<file path="src/include/frame_macros.svh">
// frame store parameters
// raster geometry, pixel threshold and external memory word layout

`ifndef FRAME_MACROS_SVH
`define FRAME_MACROS_SVH

// horizontal raster, in pixel clocks
`define H_ACTIVE 32
`define H_TOTAL 40
`define H_SYNC_START 34
`define H_SYNC_END 36

// vertical raster, in lines
`define V_ACTIVE 8
`define V_TOTAL 10
`define V_SYNC_LINE 8

// pixel and word packing
`define PIX_W 8
`define PIX_PER_WORD 4
`define WORD_W 36

// external synchronous memory
`define MEM_ADDR_W 19
`define FRAME_WORDS ((`H_ACTIVE * `V_ACTIVE) / `PIX_PER_WORD)
`define MEM_READ_LATENCY 2

// luminance cut for black/white decision
`define THRESHOLD 128

`endif
</file>
<file path="src/verilog/video_pkg.sv">
// video types
// grey pixel and raster position counters

`default_nettype none

`include "frame_macros.svh"

package video_pkg;

   ////////////////////
   // pixel
   ////////////////////

   // one grey sample, 0 is black
   typedef logic [`PIX_W-1:0] pixel_t;

   ////////////////////
   // raster position
   ////////////////////

   // sized for full xga, only the low bits move here
   typedef logic [10:0] hcount_t;

   // line number within the frame
   typedef logic [9:0] vcount_t;

endpackage

`default_nettype wire

</file>
<file path="src/verilog/mem_pkg.sv">
// frame buffer memory types
// word address and the two views of one 36-bit memory word

`default_nettype none

`include "frame_macros.svh"

package mem_pkg;

   // word address on the external port
   typedef logic [`MEM_ADDR_W-1:0] mem_addr_t;

   // one 9-bit lane, the spare top bit is always written 0
   typedef struct packed {
      logic               pad;
      video_pkg::pixel_t  pix;
   } mem_lane_t;

   // four lanes per word
   // lane0 sits in the top bits and is the leftmost pixel on screen
   typedef struct packed {
      mem_lane_t lane0;
      mem_lane_t lane1;
      mem_lane_t lane2;
      mem_lane_t lane3;
   } mem_lanes_t;

   // raw bus view for the port, lane view for packer and unpacker
   typedef union packed {
      logic [`WORD_W-1:0] raw;
      mem_lanes_t         lanes;
   } mem_word_t;

endpackage

`default_nettype wire

</file>
<file path="src/verilog/wr_port_if.sv">
// write request channel
// carries one packed word and its address from capture to the arbiter

`default_nettype none

interface wr_port_if;

   // handshake, transfer when both are high on a clock edge
   logic               wr_valid;
   logic               wr_ready;

   // payload, held stable while wr_valid waits
   mem_pkg::mem_addr_t wr_addr;
   mem_pkg::mem_word_t wr_data;

   // capture side
   modport source (output wr_valid, wr_addr, wr_data, input wr_ready);

   // arbiter side
   modport sink (input wr_valid, wr_addr, wr_data, output wr_ready);

endinterface

`default_nettype wire

</file>
<file path="src/verilog/frame_store_top.sv">
// frame store top level
// pixel capture and display scan sharing one external memory through the arbiter

`default_nettype none

module frame_store_top (
   input  wire                     clk,
   input  wire                     arst_n,
   // pixel stream in
   input  wire                     pix_valid,
   output logic                    pix_ready,
   input  wire video_pkg::pixel_t  pix_data,
   input  wire                     pix_sof,
   // video out
   output video_pkg::pixel_t       video_pixel,
   output logic                    video_blank,
   output logic                    video_hsync,
   output logic                    video_vsync,
   // external memory
   output mem_pkg::mem_addr_t      mem_addr,
   output logic                    mem_rd,
   output logic                    mem_we,
   output mem_pkg::mem_word_t      mem_wdata,
   input  wire mem_pkg::mem_word_t mem_rdata
);

   // read path, display to arbiter
   logic               rd_strobe;
   mem_pkg::mem_addr_t rd_addr;
   mem_pkg::mem_word_t rd_data;

   // write path, capture to arbiter
   wr_port_if wr_bus ();

   pixel_capture capture0 (
      .clk       (clk),
      .arst_n    (arst_n),
      .pix_valid (pix_valid),
      .pix_ready (pix_ready),
      .pix_data  (pix_data),
      .pix_sof   (pix_sof),
      .wr        (wr_bus.source)
   );

   display_scan scan0 (
      .clk         (clk),
      .arst_n      (arst_n),
      .rd_strobe   (rd_strobe),
      .rd_addr     (rd_addr),
      .rd_data     (rd_data),
      .video_pixel (video_pixel),
      .video_blank (video_blank),
      .video_hsync (video_hsync),
      .video_vsync (video_vsync)
   );

   mem_arbiter arb0 (
      .clk       (clk),
      .arst_n    (arst_n),
      .rd_strobe (rd_strobe),
      .rd_addr   (rd_addr),
      .rd_data   (rd_data),
      .wr        (wr_bus.sink),
      .mem_addr  (mem_addr),
      .mem_rd    (mem_rd),
      .mem_we    (mem_we),
      .mem_wdata (mem_wdata),
      .mem_rdata (mem_rdata)
   );

endmodule

`default_nettype wire

</file>
<file path="src/verilog/mem_arbiter.sv">
// memory arbiter
// display reads win the port, capture writes take the remaining cycles

`default_nettype none

module mem_arbiter (
   input  wire                     clk,
   input  wire                     arst_n,
   input  wire                     rd_strobe,
   input  wire mem_pkg::mem_addr_t rd_addr,
   output mem_pkg::mem_word_t      rd_data,
   wr_port_if.sink                 wr,
   output mem_pkg::mem_addr_t      mem_addr,
   output logic                    mem_rd,
   output logic                    mem_we,
   output mem_pkg::mem_word_t      mem_wdata,
   input  wire mem_pkg::mem_word_t mem_rdata
);

   logic wr_grant;

   ////////////////////
   // port select
   ////////////////////

   // write only in a cycle without a read
   assign wr_grant    = wr.wr_valid && !rd_strobe;
   assign wr.wr_ready = wr_grant;

   assign mem_rd    = rd_strobe;
   assign mem_we    = wr_grant;
   assign mem_addr  = rd_strobe ? rd_addr : wr.wr_addr;

   // write data can sit on the bus during reads, mem_we qualifies it
   assign mem_wdata = wr.wr_data;

   ////////////////////
   // read return
   ////////////////////

   // latency is fixed, display side counts it
   assign rd_data = mem_rdata;

   // single port, one access per cycle
   port_exclusive: assert property (@(posedge clk) disable iff (!arst_n)
      !(mem_rd && mem_we));

endmodule

`default_nettype wire

</file>
<file path="src/verilog/display_scan.sv">
// display scanner
// raster timing, one word fetch per four pixels, lane unpacking to grey video

`default_nettype none

`include "frame_macros.svh"

module display_scan (
   input  wire                    clk,
   input  wire                    arst_n,
   output logic                   rd_strobe,
   output mem_pkg::mem_addr_t     rd_addr,
   input  wire mem_pkg::mem_word_t rd_data,
   output video_pkg::pixel_t      video_pixel,
   output logic                   video_blank,
   output logic                   video_hsync,
   output logic                   video_vsync
);

   // strobe register, memory latency, unpack register
   localparam int FETCH_DLY      = `MEM_READ_LATENCY + 2;
   localparam int WORDS_PER_LINE = `H_ACTIVE / `PIX_PER_WORD;
   localparam int LANE_W         = $clog2(`PIX_PER_WORD);

   video_pkg::hcount_t           hcount;
   video_pkg::vcount_t           vcount;
   logic                         visible;
   logic                         fetch;
   mem_pkg::mem_addr_t           word_idx;
   logic [`MEM_READ_LATENCY-1:0] rd_pend;
   mem_pkg::mem_word_t           pix_word;
   logic [FETCH_DLY-1:0]         blank_pipe;
   logic [FETCH_DLY-1:0]         hsync_pipe;
   logic [FETCH_DLY-1:0]         vsync_pipe;

   ////////////////////
   // raster counters
   ////////////////////

   always_ff @(posedge clk or negedge arst_n) begin
      if (!arst_n) begin
         hcount <= '0;
         vcount <= '0;
      end else if (hcount == video_pkg::hcount_t'(`H_TOTAL - 1)) begin
         hcount <= '0;
         if (vcount == video_pkg::vcount_t'(`V_TOTAL - 1)) begin
            vcount <= '0;
         end else begin
            vcount <= vcount + 1'b1;
         end
      end else begin
         hcount <= hcount + 1'b1;
      end
   end

   assign visible = (hcount < `H_ACTIVE) && (vcount < `V_ACTIVE);

   // first pixel of every visible group of four
   assign fetch = visible && (hcount[LANE_W-1:0] == '0);

   // row-major word index within the frame
   assign word_idx = mem_pkg::mem_addr_t'(vcount * WORDS_PER_LINE + hcount / `PIX_PER_WORD);

   ////////////////////
   // fetch and timing pipeline
   ////////////////////

   always_ff @(posedge clk or negedge arst_n) begin
      if (!arst_n) begin
         rd_strobe  <= 1'b0;
         rd_pend    <= '0;
         blank_pipe <= '1;
         hsync_pipe <= '0;
         vsync_pipe <= '0;
      end else begin
         rd_strobe  <= fetch;
         // tracks reads in flight, msb marks data on rd_data
         rd_pend    <= {rd_pend[`MEM_READ_LATENCY-2:0], rd_strobe};
         blank_pipe <= {blank_pipe[FETCH_DLY-2:0], !visible};
         hsync_pipe <= {hsync_pipe[FETCH_DLY-2:0],
                        (hcount >= `H_SYNC_START) && (hcount < `H_SYNC_END)};
         vsync_pipe <= {vsync_pipe[FETCH_DLY-2:0], vcount == `V_SYNC_LINE};
      end
   end

   always_ff @(posedge clk) begin
      rd_addr <= word_idx;
   end

   ////////////////////
   // unpacking
   ////////////////////

   // load on returning data, else move next lane up to lane0
   always_ff @(posedge clk) begin
      if (rd_pend[`MEM_READ_LATENCY-1]) begin
         pix_word <= rd_data;
      end else begin
         pix_word.lanes.lane0 <= pix_word.lanes.lane1;
         pix_word.lanes.lane1 <= pix_word.lanes.lane2;
         pix_word.lanes.lane2 <= pix_word.lanes.lane3;
         pix_word.lanes.lane3 <= '0;
      end
   end

   assign video_blank = blank_pipe[FETCH_DLY-1];
   assign video_hsync = hsync_pipe[FETCH_DLY-1];
   assign video_vsync = vsync_pipe[FETCH_DLY-1];

   // black outside the visible area
   assign video_pixel = video_blank ? '0 : pix_word.lanes.lane0.pix;

   // every fetch lands on a visible output pixel
   fetch_visible: assert property (@(posedge clk) disable iff (!arst_n)
      rd_strobe |-> ##(`MEM_READ_LATENCY + 1) !video_blank);

endmodule

`default_nettype wire

</file>
<file path="src/verilog/pixel_capture.sv">
// pixel capture
// thresholds incoming pixels, packs four per word and raises a sequential write

`default_nettype none

`include "frame_macros.svh"

module pixel_capture (
   input  wire                clk,
   input  wire                arst_n,
   input  wire                pix_valid,
   output logic               pix_ready,
   input  wire video_pkg::pixel_t pix_data,
   input  wire                pix_sof,
   wr_port_if.source          wr
);

   localparam int LANE_W = $clog2(`PIX_PER_WORD);
   localparam logic [LANE_W-1:0] LAST_LANE = LANE_W'(`PIX_PER_WORD - 1);

   logic               accept;
   logic               word_done;
   logic               word_pend;
   logic [LANE_W-1:0]  lane_cnt;
   video_pkg::pixel_t  bw_pix;
   mem_pkg::mem_addr_t word_addr;
   mem_pkg::mem_word_t asm_word;

   ////////////////////
   // input handshake
   ////////////////////

   // stall only while a finished word waits for the port
   assign pix_ready = !word_pend;
   assign accept    = pix_valid && pix_ready;

   // black or white
   assign bw_pix = (pix_data >= `THRESHOLD) ? '1 : '0;

   // fourth lane filled, sof always opens a new word instead
   assign word_done = accept && !pix_sof && (lane_cnt == LAST_LANE);

   ////////////////////
   // lane packing
   ////////////////////

   // shift left by one lane, first pixel ends up in lane0
   always_ff @(posedge clk) begin
      if (accept) begin
         asm_word.lanes.lane0 <= asm_word.lanes.lane1;
         asm_word.lanes.lane1 <= asm_word.lanes.lane2;
         asm_word.lanes.lane2 <= asm_word.lanes.lane3;
         asm_word.lanes.lane3 <= '{pad: 1'b0, pix: bw_pix};
      end
   end

   ////////////////////
   // lane count, address, request
   ////////////////////

   always_ff @(posedge clk or negedge arst_n) begin
      if (!arst_n) begin
         lane_cnt  <= '0;
         word_addr <= '0;
         word_pend <= 1'b0;
      end else begin
         if (accept) begin
            if (pix_sof) begin
               // sof pixel is lane 0 of word 0
               lane_cnt  <= LANE_W'(1);
               word_addr <= '0;
            end else begin
               lane_cnt <= lane_cnt + 1'b1;
            end
         end
         if (word_done) begin
            word_pend <= 1'b1;
         end else if (word_pend && wr.wr_ready) begin
            // word written, step to next frame address
            word_pend <= 1'b0;
            if (word_addr == mem_pkg::mem_addr_t'(`FRAME_WORDS - 1)) begin
               word_addr <= '0;
            end else begin
               word_addr <= word_addr + 1'b1;
            end
         end
      end
   end

   // packer holds still while pending, so it doubles as the payload
   assign wr.wr_valid = word_pend;
   assign wr.wr_addr  = word_addr;
   assign wr.wr_data  = asm_word;

   // a waiting write must not change under the arbiter
   wr_hold_stable: assert property (@(posedge clk) disable iff (!arst_n)
      wr.wr_valid && !wr.wr_ready |=>
         wr.wr_valid && $stable(wr.wr_addr) && $stable(wr.wr_data));

endmodule

`default_nettype wire

</file>
<file path="config.mk">
export PLATFORM = sky130hd
export DESIGN_NAME = frame_store_top
export DESIGN_NICKNAME = d
export VERILOG_FILES = /design/src/verilog/video_pkg.sv /design/src/verilog/mem_pkg.sv /design/src/verilog/wr_port_if.sv /design/src/verilog/frame_store_top.sv /design/src/verilog/mem_arbiter.sv /design/src/verilog/display_scan.sv /design/src/verilog/pixel_capture.sv
export VERILOG_INCLUDE_DIRS = /design/src /design/src/include
export SDC_FILE = /design/constraint.sdc
export NUM_CORES = 1
export LEC_CHECK = 0
export BUFFER_PORTS_ARGS = -buffer_cell sky130_fd_sc_hd__buf_2
export CORE_MARGIN = 8
export CORE_UTILIZATION = 40
export CTS_CLUSTER_DIAMETER = 60
export DETAILED_ROUTE_END_ITERATION = 6
export HOLD_SLACK_MARGIN = 0.06
export SLEW_MARGIN = 15
export SYNTH_ARGS = -nofsm -noshare
export SYNTH_HDL_FRONTEND = slang
export SYNTH_HIERARCHICAL = 1
export SYNTH_SLANG_ARGS = --single-unit
</file>
<file path="constraint.sdc">
create_clock -name clk -period 2 [get_ports clk]
set_clock_uncertainty 0.1 [all_clocks]
set_input_delay 0.2 -clock clk [delete_from_list [all_inputs] [get_ports clk]]
set_output_delay 0.2 -clock clk [all_outputs]
set_load 0.005 [all_outputs]
</file>
==> qor.csv <==
metric;value;unit
HP Class;in -> reg;
pin count of the biggest net entering global routing;59;
Cells after Synth;541;
Slew Limit Fails;0;
Hold WS;0.0958;ns
# rows;43;
worst setup margin;-0.0238;ns
CP peak stage delay;0.61;ns
Max Fclk;494;MHz
# DRC;0;
layout cell share with drive strength beyond 1;36.6;%
Via density;4.78;
Arrival @ worst endpoint;2.21;ns
warnings from Yosys;6;
worst slack at placement;-0.0162;ns
unrepaired setup endpoints after global routing;yes;
outcome;complete, but fails checks;
clock root cell;clkbuf_16;
Req. time, crit path;2.19;ns
Final nets;671;
CTS tree;built;
total global-route track usage;12.8;%
total power;0.00462;W
CTS sink cnt;108;
TritonCTS Buffers;9;
most frequent cells in the layout;buf_2, dfrtp_1, dfxtp_1;
core footprint;0.0138;mm2
CP max FO;4;
design area;0.00644;mm2
Die W;135;um
chip height;135;um
diode count;0;
Slew headroom;53.8;%
most common cell after layout, fill and taps aside;buf_2;
CTS max path bufs;2;
syn_area_per_cell;10.4;um2
DR pass1 iterations;4;
vias in the first global route;3787;
per-cell routed wire length;14.5;um
fin crit period;2.02;ns
via count;3793;
Fin. Hold Viols;0;
initial DRC count;237;
max-cap violations;0;
LEAKAGE;3.04;nW
clk_lat worst skew;0.35;ns
synthesized area;0.00564;mm2
placed wire-length estimate after detailed placement;8200;um
Final Setup Violations;2;
DIE AREA;0.0182;mm2
Cell Chain, Critical Path;ha_2 -> inv_2 -> fa_2 -> nor2b_1 -> o31a_1 -> or4b_2 -> nand3_1;
Critical Path End Type;flip-flop;
first-pass GRT wire length;18600;um
final wirelength;11500;um
CP Class;reg -> reg;
Util after Layout;46.6;%
Starting Density;40.8;%
Remaining Overflow, GRT;0;
Ports;117;
Final ANT Viol Nets;0;
gpl congestion;0.784;
Area after DPL;0.00579;mm2
failing checks;negative setup slack;
CP max-delay cell;or4b_2;
initial antenna violation count;0;
Worst-path clk slew;0.07;ns
Slew @ Worst Pin;0.693;ns
CP startpoint kind;flip-flop;
synth-to-layout area growth;14.2;%
I/O Buffers;101;
htree depth;3;
period utilization;101;%
Max VDD drop;365;uV
Power Dens Cells;716;mW/mm2
-- power by group --
group          leakage [nW]  switching [W]  internal (W)
sequential             1.19      0.0000723       0.00228
clock                 0.147       0.000856      0.000907
combinational          1.70       0.000232      0.000272
-- routing by layer --
metal | part of all wire, % | global-route usage (%)
met4 | 1.4 | 4.37
met2 | 52 | 22.4
met1 | 41 | 14.4
met3 | 5.9 | 3.97
met5 | 0 | 0
-- flip-flops by register name (all words and copies together), names as in the netlist --
signal	flops
scan0/vsync_pipe	4
capture0/lane_cnt	2
scan0/vcount	10
scan0/hcount	11
scan0/pix_word	32
scan0/blank_pipe	4
capture0/wr.wr_valid	1
scan0/hsync_pipe	4
capture0/wr.wr_data	4
scan0/rd_pend	2
capture0/wr.wr_addr	19
scan0/rd_addr	14
scan0/rd_strobe	1
-- stage by stage --
stage	instances	setup TNS [ns]
2_1_floorplan	548	-0.000491
3_3_place_gp	743	0
3_5_place_dp	743	-0.0207
4_1_cts	793	-0.0611
5_1_grt	794	-0.207
6_report	794	-0.0466
-- path summary, 6_finish.rpt --
kind	endpoint	cells after the start	startpoint	slack, ns
hold / removal	capture0/lane_cnt[0]	3	pix_sof	0.1
setup reg to reg	scan0/rd_addr[11]	7	scan0/hcount[5]	-0.02
min in group asynchronous	scan0/vcount[7]	3	arst_n	0.27
hold reg to reg	scan0/hsync_pipe[1]	0	scan0/hsync_pipe[0]	0.25
setup / recovery	scan0/rd_addr[11]	7	scan0/hcount[5]	-0.02
max in group asynchronous	scan0/blank_pipe[2]	3	arst_n	1.21
-- layout make-up --
class,instances,area [um2]
tap,180,225
clock inverter,6,55.1
clock buffer,10,239
multi-input combinational,301,2220
fill,1297,7380
timing repair buffer,173,1140
inverter,16,60.1
sequential,108,2500
-- critical path: cells and delay by family (launching register included) --
kind	cells	cell delay (ns)
and+or+nand+nor	3	0.77
DFF	1	0.39
adders and majority gates	2	0.38
AOI/OAI and AO/OA	1	0.28
buffers and inverters	1	0.05
-- repair_timing --
action                     in CTS  in global routing
gates resized for setup         0                  3
pin swaps                       2                  1
hold buffers                   34                  0
setup buffers                   0                  1
hold endpoints to repair       91                  0
setup endpoints to repair       3                 13
Power figures use the tool's default switching activity.
